**src/agc_loop_pkg.sv**
```systemverilog
package agc_loop_pkg;

    // Seven AGC information words in the order status, sum of squares, above,
    // below, scale, offset and channel mask
    typedef logic [6:0][31:0] agc_info_t;

    // Starting values and limits
    localparam logic [16:0]        START_SCALE        = 17'd1500;
    localparam logic signed [15:0] START_OFFSET       = 16'sd0;
    localparam logic [16:0]        START_SCALE_DELTA  = 17'd30;
    localparam logic [15:0]        START_OFFSET_DELTA = 16'd25;
    localparam int unsigned        TARGET_RMS_SQUARED = 16;
    localparam int unsigned        RMS_SQUARE_ERR     = 0;
    localparam int unsigned        OFFSET_ERR         = 5;
    localparam logic [16:0]        SCALE_MIN          = 17'd300;
    localparam logic [16:0]        SCALE_MAX          = 17'd130000;
    localparam int unsigned        TIMESCALE_SHIFT    = 17 - 4;   // 4 reduction bits
    localparam int unsigned        BOOT_DELAY         = 31;
    localparam int unsigned        BOOT_CNT_W         = $clog2(BOOT_DELAY + 1);
    localparam int unsigned        INFO_WORDS         = 6;

    // Downstream AGC map
    localparam logic [7:0] ADDR_CTRL       = 8'h00;
    localparam logic [7:0] ADDR_SCALE      = 8'h10;
    localparam logic [7:0] ADDR_OFFSET     = 8'h14;
    localparam int unsigned STATUS_DONE_BIT = 1;

    typedef enum logic [31:0] {
        CMD_START = 32'h0000_0001,
        CMD_RESET = 32'h0000_0004,
        CMD_LOAD  = 32'h0000_0300,
        CMD_APPLY = 32'h0000_0400
    } agc_cmd_e;

    // Host map decoded on bits 6:2
    localparam logic [7:0] HOST_MASK_ADDR   = 8'h18;
    localparam logic [7:0] HOST_SDELTA_ADDR = 8'h40;
    localparam logic [7:0] HOST_ODELTA_ADDR = 8'h44;

    typedef enum logic [3:0] {
        LOOP_BOOT, LOOP_WRITE_SCALE, LOOP_WRITE_OFFSET, LOOP_LOAD, LOOP_APPLY,
        LOOP_RESET, LOOP_START, LOOP_POLL, LOOP_READ, LOOP_CALC
    } loop_state_e;

    typedef enum logic [1:0] {HOST_IDLE, HOST_WRITE, HOST_READ, HOST_ACK} host_state_e;

    typedef enum logic {BUS_IDLE, BUS_WAIT} bus_state_e;

endpackage

```
**src/agc_host_regs.sv**
```systemverilog
`timescale 1ns/1ps

module agc_host_regs
    import agc_loop_pkg::*;
(
    input  logic        aclk,
    input  logic        wb_rst_i,
    input  logic        host_cyc_i,
    input  logic        host_stb_i,
    input  logic        host_we_i,
    input  logic [7:0]  host_adr_i,
    input  logic [31:0] host_dat_i,
    input  agc_info_t   agc_info_i,
    output logic        host_ack_o,
    output logic [31:0] host_dat_o,
    output logic [16:0] scale_delta_o,
    output logic [15:0] offset_delta_o,
    output logic        chan_mask_o
);

    host_state_e state;

    assign host_ack_o = (state == HOST_ACK);

    ////////////////////////////////////////
    // Acknowledge FSM and register writes
    ////////////////////////////////////////
    always_ff @(posedge aclk) begin
        if (wb_rst_i) begin
            state          <= HOST_IDLE;
            scale_delta_o  <= START_SCALE_DELTA;
            offset_delta_o <= START_OFFSET_DELTA;
            chan_mask_o    <= 1'b0;
        end else begin
            case (state)
                HOST_IDLE: begin
                    if (host_cyc_i && host_stb_i) begin
                        state <= host_we_i ? HOST_WRITE : HOST_READ;
                    end
                end
                HOST_WRITE: state <= HOST_ACK;
                HOST_READ:  state <= HOST_ACK;
                default:    state <= HOST_IDLE;   // ACK lasts one cycle
            endcase

            if (state == HOST_WRITE) begin
                if (host_adr_i[6:2] == HOST_MASK_ADDR[6:2])
                    chan_mask_o <= host_dat_i[0];
                if (host_adr_i[6:2] == HOST_SDELTA_ADDR[6:2])
                    scale_delta_o <= host_dat_i[16:0];
                if (host_adr_i[6:2] == HOST_ODELTA_ADDR[6:2])
                    offset_delta_o <= host_dat_i[15:0];
            end
        end
    end

    // Read response is held until the next read
    always_ff @(posedge aclk) begin
        if (state == HOST_READ) begin
            if (host_adr_i[6]) begin   // Loop step registers
                case (host_adr_i[5:2])
                    4'd0:    host_dat_o <= {15'd0, scale_delta_o};
                    4'd1:    host_dat_o <= {{16{offset_delta_o[15]}}, offset_delta_o};
                    default: host_dat_o <= 32'd0;
                endcase
            end else if (host_adr_i[5:2] <= 4'd6) begin
                host_dat_o <= agc_info_i[host_adr_i[5:2]];   // Information word
            end else begin
                host_dat_o <= 32'd0;
            end
        end
    end

endmodule

```
**src/agc_bus_master.sv**
```systemverilog
`timescale 1ns/1ps

module agc_bus_master
    import agc_loop_pkg::*;
(
    input  logic        aclk,
    input  logic        wb_rst_i,
    input  logic        req_i,
    input  logic        we_i,
    input  logic [7:0]  adr_i,
    input  logic [31:0] wdat_i,
    output logic        done_o,
    output logic [31:0] rdat_o,
    output logic        agc_cyc_o,
    output logic        agc_stb_o,
    output logic        agc_we_o,
    output logic [7:0]  agc_adr_o,
    output logic [31:0] agc_dat_o,
    output logic [3:0]  agc_sel_o,
    input  logic        agc_ack_i,
    input  logic [31:0] agc_dat_i
);

    bus_state_e state;

    // Cycle is open for the whole wait
    assign agc_cyc_o = (state == BUS_WAIT);
    assign agc_stb_o = agc_cyc_o;
    assign agc_sel_o = {4{agc_cyc_o}};

    always_ff @(posedge aclk) begin
        if (wb_rst_i) begin
            state    <= BUS_IDLE;
            agc_we_o <= 1'b0;
            done_o   <= 1'b0;
        end else begin
            done_o <= 1'b0;
            case (state)
                BUS_IDLE: begin
                    if (req_i) begin
                        state    <= BUS_WAIT;
                        agc_we_o <= we_i;
                    end
                end
                default: begin
                    if (agc_ack_i) begin
                        state    <= BUS_IDLE;
                        agc_we_o <= 1'b0;
                        done_o   <= 1'b1;   // One cycle after the ack
                    end
                end
            endcase
        end
    end

    // Address and write data of the request, read data of the ack
    always_ff @(posedge aclk) begin
        if (state == BUS_IDLE && req_i) begin
            agc_adr_o <= adr_i;
            agc_dat_o <= wdat_i;
        end
        if (state == BUS_WAIT && agc_ack_i && !agc_we_o)
            rdat_o <= agc_dat_i;
    end

endmodule

```
**src/agc_update_calc.sv**
```systemverilog
`timescale 1ns/1ps

module agc_update_calc
    import agc_loop_pkg::*;
(
    input  agc_info_t   agc_info_i,
    input  logic [16:0] scale_delta_i,
    input  logic [15:0] offset_delta_i,
    input  logic [16:0] prev_scale_i,
    input  logic [15:0] prev_offset_i,
    output logic [16:0] next_scale_o,
    output logic [15:0] next_offset_o
);

    logic [31:0] sq_adj;
    logic [16:0] scale_cur;
    logic [15:0] offset_cur;
    logic [32:0] above;
    logic [32:0] below;

    assign sq_adj     = agc_info_i[1] >> TIMESCALE_SHIFT;   // Reduced sum of squares
    assign scale_cur  = agc_info_i[4][16:0];
    assign offset_cur = agc_info_i[5][15:0];
    assign above      = {1'b0, agc_info_i[2]};
    assign below      = {1'b0, agc_info_i[3]};

    // Scale steps toward the target band within the cutoffs
    always_comb begin
        next_scale_o = prev_scale_i;
        if (sq_adj > 32'(TARGET_RMS_SQUARED + RMS_SQUARE_ERR))
            next_scale_o = (scale_cur > SCALE_MIN) ? scale_cur - scale_delta_i : scale_cur;
        else if (sq_adj < 32'(TARGET_RMS_SQUARED - RMS_SQUARE_ERR))
            next_scale_o = (scale_cur < SCALE_MAX) ? scale_cur + scale_delta_i : scale_cur;
    end

    // Offset balances the above and below counts
    always_comb begin
        next_offset_o = prev_offset_i;
        if (above > below + 33'(OFFSET_ERR))
            next_offset_o = offset_cur - offset_delta_i;
        else if (below > above + 33'(OFFSET_ERR))
            next_offset_o = offset_cur + offset_delta_i;
    end

endmodule

```
**src/agc_loop_fsm.sv**
```systemverilog
`timescale 1ns/1ps

module agc_loop_fsm
    import agc_loop_pkg::*;
(
    input  logic        aclk,
    input  logic        wb_rst_i,
    input  logic        agc_reset_i,
    input  logic        bus_done_i,
    input  logic [31:0] bus_rdat_i,
    output logic        bus_req_o,
    output logic        bus_we_o,
    output logic [7:0]  bus_adr_o,
    output logic [31:0] bus_wdat_o,
    input  logic        chan_mask_i,
    input  logic [16:0] next_scale_i,
    input  logic [15:0] next_offset_i,
    output logic [16:0] cur_scale_o,
    output logic [15:0] cur_offset_o,
    output agc_info_t   agc_info_o
);

    loop_state_e           state;
    logic [BOOT_CNT_W-1:0] boot_cnt;
    logic [2:0]            info_idx;   // Word being read

    ////////////////////////////////////////
    // Loop sequencer
    ////////////////////////////////////////
    always_ff @(posedge aclk) begin
        if (wb_rst_i || agc_reset_i) begin
            state        <= LOOP_BOOT;
            boot_cnt     <= BOOT_CNT_W'(BOOT_DELAY);
            info_idx     <= 3'd0;
            bus_req_o    <= 1'b0;
            cur_scale_o  <= START_SCALE;
            cur_offset_o <= START_OFFSET;
        end else begin
            bus_req_o <= 1'b0;
            case (state)
                LOOP_BOOT: begin
                    if (boot_cnt != '0) begin
                        boot_cnt <= boot_cnt - 1'b1;
                    end else begin
                        state     <= LOOP_WRITE_SCALE;
                        bus_req_o <= 1'b1;
                    end
                end
                LOOP_CALC: begin   // Single cycle, no bus access
                    cur_scale_o  <= next_scale_i;
                    cur_offset_o <= next_offset_i;
                    state        <= LOOP_WRITE_SCALE;
                    bus_req_o    <= 1'b1;
                end
                default: begin
                    if (bus_done_i) begin
                        bus_req_o <= 1'b1;
                        case (state)
                            LOOP_WRITE_SCALE:  state <= LOOP_WRITE_OFFSET;
                            LOOP_WRITE_OFFSET: state <= LOOP_LOAD;
                            LOOP_LOAD:         state <= LOOP_APPLY;
                            LOOP_APPLY:        state <= LOOP_RESET;
                            LOOP_RESET:        state <= LOOP_START;
                            LOOP_START:        state <= LOOP_POLL;
                            LOOP_POLL: begin
                                if (bus_rdat_i[STATUS_DONE_BIT]) begin
                                    state    <= LOOP_READ;
                                    info_idx <= 3'd0;
                                end   // else poll again
                            end
                            default: begin   // READ
                                if (info_idx == 3'(INFO_WORDS - 1)) begin
                                    state     <= LOOP_CALC;
                                    bus_req_o <= 1'b0;
                                end else begin
                                    info_idx <= info_idx + 1'b1;
                                end
                            end
                        endcase
                    end
                end
            endcase
        end
    end

    // Information store
    always_ff @(posedge aclk) begin
        if (state == LOOP_READ && bus_done_i)
            agc_info_o[info_idx] <= bus_rdat_i;
        if (state == LOOP_APPLY && bus_done_i) begin   // Applied values become visible
            agc_info_o[4] <= {15'd0, cur_scale_o};
            agc_info_o[5] <= {{16{cur_offset_o[15]}}, cur_offset_o};
            agc_info_o[6] <= {31'd0, chan_mask_i};
        end
    end

    // Request fields follow the state
    always_comb begin
        bus_we_o   = 1'b1;
        bus_adr_o  = ADDR_CTRL;
        bus_wdat_o = 32'd0;
        case (state)
            LOOP_WRITE_SCALE: begin
                bus_adr_o  = ADDR_SCALE;
                bus_wdat_o = {15'd0, cur_scale_o};
            end
            LOOP_WRITE_OFFSET: begin
                bus_adr_o  = ADDR_OFFSET;
                bus_wdat_o = {{16{cur_offset_o[15]}}, cur_offset_o};
            end
            LOOP_LOAD:  bus_wdat_o = CMD_LOAD;
            LOOP_APPLY: bus_wdat_o = CMD_APPLY;
            LOOP_RESET: bus_wdat_o = CMD_RESET;
            LOOP_START: bus_wdat_o = CMD_START;
            LOOP_POLL:  bus_we_o   = 1'b0;   // Status word
            LOOP_READ: begin
                bus_we_o  = 1'b0;
                bus_adr_o = {3'd0, info_idx, 2'b00};
            end
            default: bus_we_o = 1'b0;
        endcase
    end

endmodule

```
**src/agc_loop_top.sv**
```systemverilog
`timescale 1ns/1ps

module agc_loop_top
    import agc_loop_pkg::*;
(
    input  logic        aclk,
    input  logic        wb_rst_i,
    input  logic        agc_reset_i,
    // Host side
    input  logic        host_cyc_i,
    input  logic        host_stb_i,
    input  logic        host_we_i,
    input  logic [7:0]  host_adr_i,
    input  logic [31:0] host_dat_i,
    output logic        host_ack_o,
    output logic [31:0] host_dat_o,
    // Downstream AGC
    output logic        agc_cyc_o,
    output logic        agc_stb_o,
    output logic        agc_we_o,
    output logic [7:0]  agc_adr_o,
    output logic [31:0] agc_dat_o,
    output logic [3:0]  agc_sel_o,
    input  logic        agc_ack_i,
    input  logic [31:0] agc_dat_i,
    output logic        agc_chan_mask_o
);

    logic        bus_req;
    logic        bus_we;
    logic [7:0]  bus_adr;
    logic [31:0] bus_wdat;
    logic        bus_done;
    logic [31:0] bus_rdat;
    logic [16:0] scale_delta;
    logic [15:0] offset_delta;
    logic [16:0] cur_scale;
    logic [15:0] cur_offset;
    logic [16:0] next_scale;
    logic [15:0] next_offset;
    agc_info_t   agc_info;

    agc_host_regs i_host_regs (
        .aclk(aclk), .wb_rst_i(wb_rst_i),
        .host_cyc_i(host_cyc_i), .host_stb_i(host_stb_i), .host_we_i(host_we_i),
        .host_adr_i(host_adr_i), .host_dat_i(host_dat_i), .agc_info_i(agc_info),
        .host_ack_o(host_ack_o), .host_dat_o(host_dat_o),
        .scale_delta_o(scale_delta), .offset_delta_o(offset_delta),
        .chan_mask_o(agc_chan_mask_o)
    );

    agc_bus_master i_bus_master (
        .aclk(aclk), .wb_rst_i(wb_rst_i),
        .req_i(bus_req), .we_i(bus_we), .adr_i(bus_adr), .wdat_i(bus_wdat),
        .done_o(bus_done), .rdat_o(bus_rdat),
        .agc_cyc_o(agc_cyc_o), .agc_stb_o(agc_stb_o), .agc_we_o(agc_we_o),
        .agc_adr_o(agc_adr_o), .agc_dat_o(agc_dat_o), .agc_sel_o(agc_sel_o),
        .agc_ack_i(agc_ack_i), .agc_dat_i(agc_dat_i)
    );

    agc_update_calc i_update_calc (
        .agc_info_i(agc_info), .scale_delta_i(scale_delta),
        .offset_delta_i(offset_delta), .prev_scale_i(cur_scale),
        .prev_offset_i(cur_offset), .next_scale_o(next_scale),
        .next_offset_o(next_offset)
    );

    agc_loop_fsm i_loop_fsm (
        .aclk(aclk), .wb_rst_i(wb_rst_i), .agc_reset_i(agc_reset_i),
        .bus_done_i(bus_done), .bus_rdat_i(bus_rdat),
        .bus_req_o(bus_req), .bus_we_o(bus_we), .bus_adr_o(bus_adr),
        .bus_wdat_o(bus_wdat), .chan_mask_i(agc_chan_mask_o),
        .next_scale_i(next_scale), .next_offset_i(next_offset),
        .cur_scale_o(cur_scale), .cur_offset_o(cur_offset), .agc_info_o(agc_info)
    );

endmodule

```
**config.mk**
```make
export PLATFORM = sky130hd
export DESIGN_NAME = agc_loop_top
export DESIGN_NICKNAME = d
export VERILOG_FILES = /design/src/agc_loop_pkg.sv /design/src/agc_host_regs.sv /design/src/agc_bus_master.sv /design/src/agc_update_calc.sv /design/src/agc_loop_fsm.sv /design/src/agc_loop_top.sv
export SDC_FILE = /design/constraint.sdc
export NUM_CORES = 1
export LEC_CHECK = 0
export CORE_ASPECT_RATIO = 0.9
export CORE_MARGIN = 2
export CORE_UTILIZATION = 55
export DETAILED_ROUTE_END_ITERATION = 10
export DONT_BUFFER_PORTS = 1
export PLACE_DENSITY = 0.7
export SYNTH_ARGS = -nofsm -noshare
export SYNTH_HDL_FRONTEND = slang
export SYNTH_SLANG_ARGS = --single-unit
```
**constraint.sdc**
```tcl
create_clock -name aclk -period 7.98 [get_ports aclk]
set_clock_uncertainty 0.1 [all_clocks]
set_input_delay 0.399 -clock aclk [delete_from_list [all_inputs] [get_ports aclk]]
set_output_delay 0.399 -clock aclk [all_outputs]
set_load 0.01 [all_outputs]
```
======== Yosys cells after proc, flatten, opt, wreduce, memory -nomap -nowiden ========
Cells that the tools add are included.
storage, ports and cells
  register bits ........................... 413
  input bits .............................. 79
  output and inout port bits .............. 81
  logic and storage cells ................. 146
operators by class
  add/subtract/negate cells ............... 8
  $lt $le $gt $ge ......................... 10
  eq/ne operators ......................... 23
  mux-type cells .......................... 43
  bitwise operators ....................... 3
  reduce and logical (&&, ||, !) cells .... 33
operator list
  kind                     count
  $bwmux W224              1
  $mux W193                1
  $pmux W32 S6             1
  $mux W32                 4
  $bmux W32 S3             1
  $demux W32 S3            1
  $mux W17                 4
  $add A32 B3 Y33 const B  2
  $gt A32 B33 Y1           2
  $mux W65                 1
  $pmux W32 S2             1
  $mux W16                 2
  $pmux W4 S7              1
  $gt A19 B5 Y1 const B    1
  $lt A19 B5 Y1 const B    1
  $add A17 B17 Y17         1
  $gt A17 B9 Y1 const B    1
  $lt A17 B17 Y1 const B   1
  $sub A17 B17 Y17         1
  $add A16 B16 Y16         1
  $eq A4 B3 Y1 const B     4
  $mux W4                  4
  $sub A16 B16 Y16         1
  $pmux W5 S3              1
  other kinds (40)         81

======== Longest topological paths before layout ========
Gate-level depths: netlist of run 1.
  depth after elaboration ................. 7
  mapped depth ............................ 25
  depth with buffers taken out ............ 23

======== Modules after synthesis ========
Synthesis of run 1 repeated with hierarchy kept, for this count alone.
unflattened totals
  cells, all modules ...................... 2,244
  area, all modules ....................... 23,298.6 um^2
modules (own cells, without submodules)
  module           instances  cells each  area each (um^2)  sequential area each (um^2)
  agc_loop_fsm     1          808         9,894.5           7,186.9
  agc_update_calc  1          878         6,098.3           0.0
  agc_host_regs    1          469         4,988.5           1,681.6
  agc_bus_master   1          89          2,317.2           2,222.1

======== Worst setup path before layout of run 1 ========
No wires, ideal clock.
  path type ............................... register -> register
  from .................................... reg i_loop_fsm.agc_info_o[99] (netlist bit)
  to ...................................... reg i_loop_fsm.cur_offset_o[14]
  setup time .............................. 0.132 ns
  arrival time ............................ 5.086 ns
  data required time ...................... 7.748 ns
  setup slack ............................. 2.662 ns
  cell stages (with the launch flop) ...... 25
  buffers on the path ..................... 2
  clock period less this slack ............ 5.318 ns
  path through ............................ edfxtp_1 nand3_1 nor4_1 and3_1 clkbuf_1 nand3_1 xor2_1 ha_1 nand4_1 nor4_1 a311oi_1 a221oi_2 o21ai_2 clkbuf_1 nor2_1 xor2_1 ha_1 nor2b_1 o21ai_0 a21oi_1 o311a_1 o31a_1 mux2i_1 o21ai_0 a21oi_1
between the ends
  word-level cells in the longest chain between the ends .. 4
  elaborated cells on any way between the ends .. 6
  those cells by class .................... 1 x add/sub; 2 x order compare; 1 x mux; 2 x reduce/logical
ends and longest elaborated chain
  item                               line                   RTL
  from (decl)                        agc_loop_fsm.sv:20     output agc_info_t agc_info_o
  from (signal, indexed assignment)  agc_loop_fsm.sv:89     agc_info_o[info_idx] <= bus_rdat_i;
  $add A32 B3 Y33                    agc_update_calc.sv:39  if (above > below + 33'(OFFSET_ERR))
  $gt A32 B33 Y1                     agc_update_calc.sv:39
  $reduce_bool A2 Y1 (no line)       n/a
  $reduce_and A2 Y1 (no line)        n/a
  to (signal assigned)               agc_loop_fsm.sv:51     cur_offset_o <= next_offset_i;
  to (decl)                          agc_loop_fsm.sv:19     output logic [15:0] cur_offset_o,
Several ways; a longest one is shown, not always the timed one.
A chain may end at the register's enable or synchronous reset.

======== Worst setup path in the final report of run 1 ========
  from .................................... reg i_loop_fsm.agc_info_o[96] (netlist bit)
  to ...................................... reg i_loop_fsm.cur_offset_o[14]
The elaborated chain is that of the path after synthesis.

==> reports/metrics.csv, run 1 <==
metric,value,unit
outcome,"complete, no violations",
final setup TNS,0,ns
Int Power,0.00344,W
number of warnings printed during yosys synthesis,0,
sw frac,21.3,%
startpoint type of the worst setup path,flip-flop,
part of the Yosys area used for sequential elements,49.4,%
clock share of power,46.0,%
number of placement rows,68,
flop-to-flop setup slack,1.75,ns
#FFs+latches synth,394,
"Slew Viols, Final",0,
crit path cell chain,ha_1 -> o2111ai_4 -> nor3_2 -> and4_4 -> nand3_1 -> xor2_1 -> ha_1 -> nand4_1 -> nor4_1 -> a311oi_1 -> a221oi_2 -> o21ai_2 -> a21oi_1 -> xor2_1 -> ha_1 -> and2_1 -> nor2_1 -> inv_1 -> o311a_1 -> o31a_1 -> mux2i_1 -> o21ai_0 -> a21oi_1,
critical path depth in cells,23,
fraction of layout cells with a size suffix above 1,7.37,%
launch instance of the worst register-to-register path,i_loop_fsm.agc_info_o[96],
routed length on met3,6640,um
full die area,40300,um2
final period demand of the worst path,6.23,ns
Worst slew margin,30.7,%
launch instance of the worst min-delay path,host_adr_i[5],
area share of the largest cell type after synthesis,37.1,%
cell family contributing the most delay on the critical path,compound AO/OA/AOI/OAI gates,
count of H-tree levels built during CTS,2,
transition time of the tightest slew-check pin,1.03,ns
final clock period utilization by the worst path,78.1,%
most frequently used cell type in the post-synthesis netlist,nand2_1,
clock root cell,clkbuf_16,
core region area,38300,um2
first-pass GRT wire length,93700,um
worst stage delay on the critical path,0.50,ns
standby leakage power,8.75,nW
"buffers from clock root to sink, at most",3,
Final HPWL DP,43300,um
routability-driven placement congestion ratio,0.924,
GR Util All Layers,31.1,%
number of antenna violations at the first check in global routing,4,
area of the multi-input gates,10100,um2
worst min-delay path category,input port to flip-flop,
async set-reset flop share out of synthesis,0,%
iteration-0 DRC count of the detailed router,1755,
number of filler instances in the final layout,3078,
Final Hold Viols,0,
Area growth syn-to-layout,10.6,%
per-cell routed wire length,24.1,um
number of maximum-capacitance violations,0,
number of setup violations in the final report,0,
"antenna viol nets, final",0,
Inserted Clock Buffers,42,
global route total overflow,0,
post-route core utilization,61.6,%
count of different cell masters after synthesis,76,
number of sinks handled by clock tree synthesis,394,
critical path data arrival time,6.57,ns
final hold slack,0.0384,ns
RSZ-0062 raised after global routing,no,
Port Buffers,0,
sum of met2 wire segment lengths after detailed routing,26400,um
Post-synth top cells,"nand2_1 (308), edfxtp_1 (263), a21oi_1 (154), dfxtp_1 (131), o21ai_0 (129)",
maximum number of pins on one net before global-route repair,82,
Syn Std Cell Area,21300,um2
number of buffers inserted to repair setup after CTS,0,
CP Class,flip-flop to flip-flop,
power share of the combinational group,3.2,%
routed wire length,61900,um
highest metal used,met4,
Worst Path Required,8.32,ns
Syn Inst Count,2047,
insertion delay to the later sink of the worst-skew pair,0.58,ns
crit path launch,i_loop_fsm.agc_info_o[96],
capturing element of the worst setup path,i_loop_fsm.cur_offset_o[14],
destination of the worst register-to-register timing path,i_loop_fsm.cur_offset_o[14],
DR vias/cell,6.42,
net load switching power,0.000930,W
number of synthesized flops with an enable pin,263,
via count of the first global-routing pass,15700,
highest clock rate,0.160,GHz
length of routed wiring on met1,27000,um
Hold Crit Depth,3,
largest voltage drop on the vdd net,0.000205,V
length in cells of the worst reg-to-reg path,23,
width of the chip,211,um
die span in y,191,um
via count,16500,
library cell contributing the largest single delay on the critical path,nor3_2,
ports placed on the boundary,160,
sum of buffers and inverters on the critical path,1,
kind of end point of the critical path,flip-flop,
Sequential Power Share,50.9,%
most common flop cell mapped by yosys,edfxtp_1,
highest net fanout along the worst path,17,
router iterations before antenna repair,6,
power density over the cells,186,nW/um2
dominant cell type by area after synthesis,edfxtp_1,
most frequent cell on the critical path,ha_1,
CTS tree,built,
biggest area contributors in the synthesized netlist,"edfxtp_1 (37%), dfxtp_1 (12%), ha_1 (7.2%)",
initial cell density of the core,55.7,%
register cell area after layout,10500,um2
average size of a mapped cell,10.4,um2
Worst-path clk slew,0.06,ns
Remaining DRCs,0,
final-stage net count,2249,
-- metrics by stage --
step / setup slack, ns / instance area, um2 / cells / power (W)
CTS: 1.82 / 23600 / 2567 / 0.00439
detailed placement: 1.83 / 21600 / 2439 / 0.00238
global placement: 1.96 / 21600 / 2439 / 0.00238
floorplan: 2.66 / 21300 / 2051 / 0.00237
finish: 1.75 / 23600 / 2569 / 0.00437
global route: 1.30 / 23600 / 2567 / 0.00448
-- worst min-delay path by stage --
stage	end
5_1_grt	i_host_regs.scale_delta_o[13]
2_1_floorplan	i_loop_fsm.agc_info_o[145]
3_5_place_dp	i_loop_fsm.agc_info_o[159]
4_1_cts	i_host_regs.chan_mask_o
6_report	i_host_regs.chan_mask_o
3_3_place_gp	i_loop_fsm.agc_info_o[154]
-- power groups by stage --
stage | logic, W | registers, W | clock network (W)
final | 0.000140 | 0.00222 | 0.00201
after global routing | 0.000151 | 0.00223 | 0.00210
after CTS | 0.000140 | 0.00222 | 0.00202
after detailed placement | 0.000114 | 0.00227 | 0
after global placement | 0.000110 | 0.00227 | 0
after floorplan | 0.000104 | 0.00226 | 0
-- worst reg2reg max path, stage by stage (launching register included) --
cell       delay [ns]
edfxtp_1         0.41
ha_1             0.27
o2111ai_4        0.17
nor3_2           0.50
and4_4           0.38
nand3_1          0.11
xor2_1           0.16
ha_1             0.32
nand4_1          0.16
nor4_1           0.40
a311oi_1         0.11
a221oi_2         0.28
o21ai_2          0.27
a21oi_1          0.24
xor2_1           0.34
ha_1             0.31
and2_1           0.17
nor2_1           0.15
inv_1            0.06
o311a_1          0.38
o31a_1           0.32
mux2i_1          0.13
o21ai_0          0.26
a21oi_1          0.10
-- placed cells by master (no fill, tap or decap), types with 35 or more instances in the layout --
cell and count:
nand2_1 308, edfxtp_1 263, a21oi_1 154, dfxtp_1 131, o21ai_0 128, ha_1 122, nor2_1 109, mux2i_1 79
inv_1 62, xor2_1 60, dlygate4sd3_1 51, a22o_1 44, clkbuf_16 43, nor3_1 37, xnor2_1 36, nand3_1 35
-- state kept, by name (all words and copies together), names as in the netlist, 4 cells and up --
signal                      flops
i_bus_master.rdat_o            32
i_host_regs.offset_delta_o     16
i_loop_fsm.agc_info_o         224
i_loop_fsm.boot_cnt             5
i_loop_fsm.cur_offset_o        16
i_host_regs.scale_delta_o      17
i_bus_master.agc_dat_o         18
i_loop_fsm.state                4
i_loop_fsm.cur_scale_o         17
i_host_regs.host_dat_o         32
-- kinds of logic after synthesis --
group / Yosys count / share of synthesized area, %
flops: 394 / 49.4
simple gates: 648 / 14.0
other cells: 1 / 0.0176
xor+xnor: 96 / 3.95
compound gates: 482 / 14.2
buf+inv: 189 / 3.82
fa+ha+maj: 125 / 7.44
mux: 112 / 7.14
-- routing by layer --
metal | vias to the layer above | global-route usage (%)
met5 | - | 0
met4 | 0 | 11.0
met3 | 107 | 7.23
met2 | 822 | 44.8
met1 | 8070 | 45.7
li1 | 7504 | -
-- area by class of cell --
class,count,share of cell area (%)
sequential,394,44.6
multi-input combinational,1468,42.7
clock buffer,58,5.06
timing repair buffer,77,3.05
tap,490,2.60
inverter,62,0.987
clock inverter,18,0.956
antenna,2,0.0212
-- what timing repair did --
item                      in CTS  in global routing
hold buffers                  52                  0
gates resized for setup        0                  0
hold endpoints to repair      71                  0
Power figures use the tool's default switching activity.
==> run 2: changes to the inputs <==
- clock period: 7.98 -> 5.8 ns (I/O delays scaled with it)
==> reports/metrics.csv, run 2 (synthesis gave the netlist of run 1 again) <==
metric,value,unit,change
Final Hold Viols,0,,unchanged
number of antenna violations at the first check in global routing,2,,-2
iteration-0 DRC count of the detailed router,2092,,+19%
global route total overflow,0,,unchanged
final-stage net count,2280,,+1.4%
width of the chip,211,um,unchanged
Final HPWL DP,44200,um,+2.0%
final clock period utilization by the worst path,94.5,%,+16 points
largest voltage drop on the vdd net,0.000221,V,+7.8%
routed wire length,63500,um,+2.6%
post-route core utilization,62.4,%,+0.82 points
ports placed on the boundary,160,,unchanged
critical path data arrival time,5.85,ns,-0.72 ns
"antenna viol nets, final",0,,unchanged
via count,16600,,+0.85%
overall power after layout,0.00599,W,+37%
flip-flop count of the largest register after layout,224,,unchanged
registers with the most flip-flops,"i_loop_fsm.agc_info_o (224), i_bus_master.rdat_o (32), i_host_regs.host_dat_o (32)",,
Remaining DRCs,0,,unchanged
number of placement rows,68,,unchanged
number of maximum-capacitance violations,0,,unchanged
via count of the first global-routing pass,15900,,+0.76%
net load switching power,0.00126,W,+36%
highest net fanout along the worst path,7,,-10
count of H-tree levels built during CTS,2,,unchanged
CP Class,flip-flop to flip-flop,,
die span in y,191,um,unchanged
worst slack after detailed placement,0.206,ns,-1.63 ns
full die area,40300,um2,unchanged
placed cell area,21700,um2,+0.60%
outcome,"complete, no violations",,
startpoint type of the worst setup path,flip-flop,,
GR Util All Layers,31.9,%,+0.89 points
most frequent cells in the layout,"nand2_1 (308), edfxtp_1 (263), a21oi_1 (154)",,
first-pass GRT wire length,95800,um,+2.2%
"most common cell after layout, fill and taps aside",nand2_1,,
"Slew Viols, Final",0,,unchanged
worst stage delay on the critical path,0.46,ns,-0.04 ns
power share of the combinational group,3.4,%,+0.2 points
Worst slew margin,34.4,%,+3.7 points
CTS tree,built,,
worst min-delay path category,input port to flip-flop,,
routability-driven placement congestion ratio,0.917,,-0.85%
clock root cell,clkbuf_16,,
per-cell routed wire length,24.4,um,+1.4%
crit path cell chain,ha_4 -> o2111ai_4 -> nor3_4 -> and4_4 -> nand3_1 -> xor2_1 -> ha_1 -> nand3_1 -> nor4_2 -> a311oi_1 -> a221oi_2 -> o21ai_4 -> buf_4 -> a21oi_1 -> xor2_1 -> ha_1 -> o21ai_1 -> nand2b_1 -> and2_1 -> or2_2 -> o221ai_2 -> o21ai_0 -> and3_1 -> o31ai_1,,
"buffers from clock root to sink, at most",3,,unchanged
insertion delay to the later sink of the worst-skew pair,0.57,ns,about the same
power density over the cells,251,nW/um2,+35%
Worst-path clk slew,0.06,ns,about the same
Sequential Power Share,51.1,%,+0.2 points
sw frac,21.1,%,-0.19 points
Top reg by flops,i_loop_fsm.agc_info_o,,
Int Power,0.00472,W,+37%
maximum number of pins on one net before global-route repair,70,,-15%
highest clock rate,0.182,GHz,+14%
fraction of layout cells with a size suffix above 1,8.97,%,+1.6 points
fin area,23900,um2,+1.3%
standby leakage power,8.93,nW,+2.0%
transition time of the tightest slew-check pin,0.979,ns,-0.0553 ns
clock share of power,45.5,%,-0.5 points
sum of buffers and inverters on the critical path,1,,unchanged
router iterations before antenna repair,5,,-1
cell family contributing the most delay on the critical path,simple AND/OR/NAND/NOR gates,,
initial cell density of the core,55.7,%,unchanged
final period demand of the worst path,5.48,ns,-0.749 ns
library cell contributing the largest single delay on the critical path,edfxtp_1,,
Inserted Clock Buffers,40,,-4.8%
Worst Path Required,6.17,ns,-2.15 ns
Area growth syn-to-layout,12.1,%,
Port Buffers,0,,unchanged
final setup margin,0.319,ns,-1.43 ns
DR vias/cell,6.40,,-0.35%
number of sinks handled by clock tree synthesis,394,,unchanged
kind of end point of the critical path,flip-flop,,
core region area,38300,um2,unchanged
number of setup violations in the final report,0,,unchanged
## run 2: cell count changes in the layout (fill, tap and decap cells not counted), sizes merged
cell	delta
clkbuf	-1
diode	+1
buf	+25
inv	-2
dlygate4sd3	+8
## run 2: repair_timing
action	4_1_cts	5_1_grt
hold buffers	60	1
gates resized for setup	0	11
hold endpoints to repair	94	1
buffers inserted	0	9
setup endpoints to repair	0	8
## run 2: area by class of cell
class                           instances  area, um2
Antenna cell                            3       7.51
Clock buffer                           57       1190
Clock inverter                         16        196
Fill cell                            3083      14400
Inverter                               62        233
Multi-Input combinational cell       1468      10100
Sequential cell                       394      10500
Tap cell                              490        613
Timing Repair Buffer                  110        998
## run 2: stage by stage
| step | instances | hold slack (ns) | TNS, ns |
|---|---|---|---|
| global placement | 2454 | 0.263 | 0 |
| floorplan | 2051 | 0.289 | 0 |
| CTS | 2587 | 0.00119 | 0 |
| global route | 2597 | 0.0312 | -0.0739 |
| detailed placement | 2454 | 0.264 | 0 |
| finish | 2600 | 0.0208 | 0 |
## run 2: path summary, 6_finish.rpt
path                                                  from                           to  slack, ns  cells past startpoint
worst min-delay path                             host_we_i         i_host_regs.state[1]       0.02                      5
worst min register to register  i_loop_fsm.agc_info_o[154]   i_loop_fsm.agc_info_o[154]       0.35                      2
worst max register to register   i_loop_fsm.agc_info_o[96]  i_loop_fsm.cur_offset_o[15]       0.32                     24
worst max-delay path             i_loop_fsm.agc_info_o[96]  i_loop_fsm.cur_offset_o[15]       0.32                     24
## run 2: routing by layer
layer  vias to the layer above  part of all wire, %  global-route usage, %
met4                         0                  3.2                   10.4
met3                       120                   11                   8.32
met1                      8067                   43                   46.6
met5                         -                    0                      0
li1                       7569                    -                      -
met2                       888                   43                   46.4
## run 2: worst register-to-register path, delay by kind of cell, from the launching register on
family | cells | cell delay, ns
AOI/OAI and AO/OA | 9 | 1.55
DFF | 1 | 0.46
buffers and inverters | 1 | 0.20
xor gates and xnor gates | 2 | 0.45
adders and majority gates | 3 | 0.84
and+or+nand+nor | 9 | 1.80
## run 2: power groups by stage
stage                     clock (W)  sequential [W]  combinational, W
after floorplan                   0         0.00311          0.000143
after global placement            0         0.00312          0.000151
after detailed placement          0         0.00312          0.000155
after CTS                   0.00273         0.00306          0.000201
after global routing        0.00285         0.00306          0.000219
final                       0.00273         0.00306          0.000202
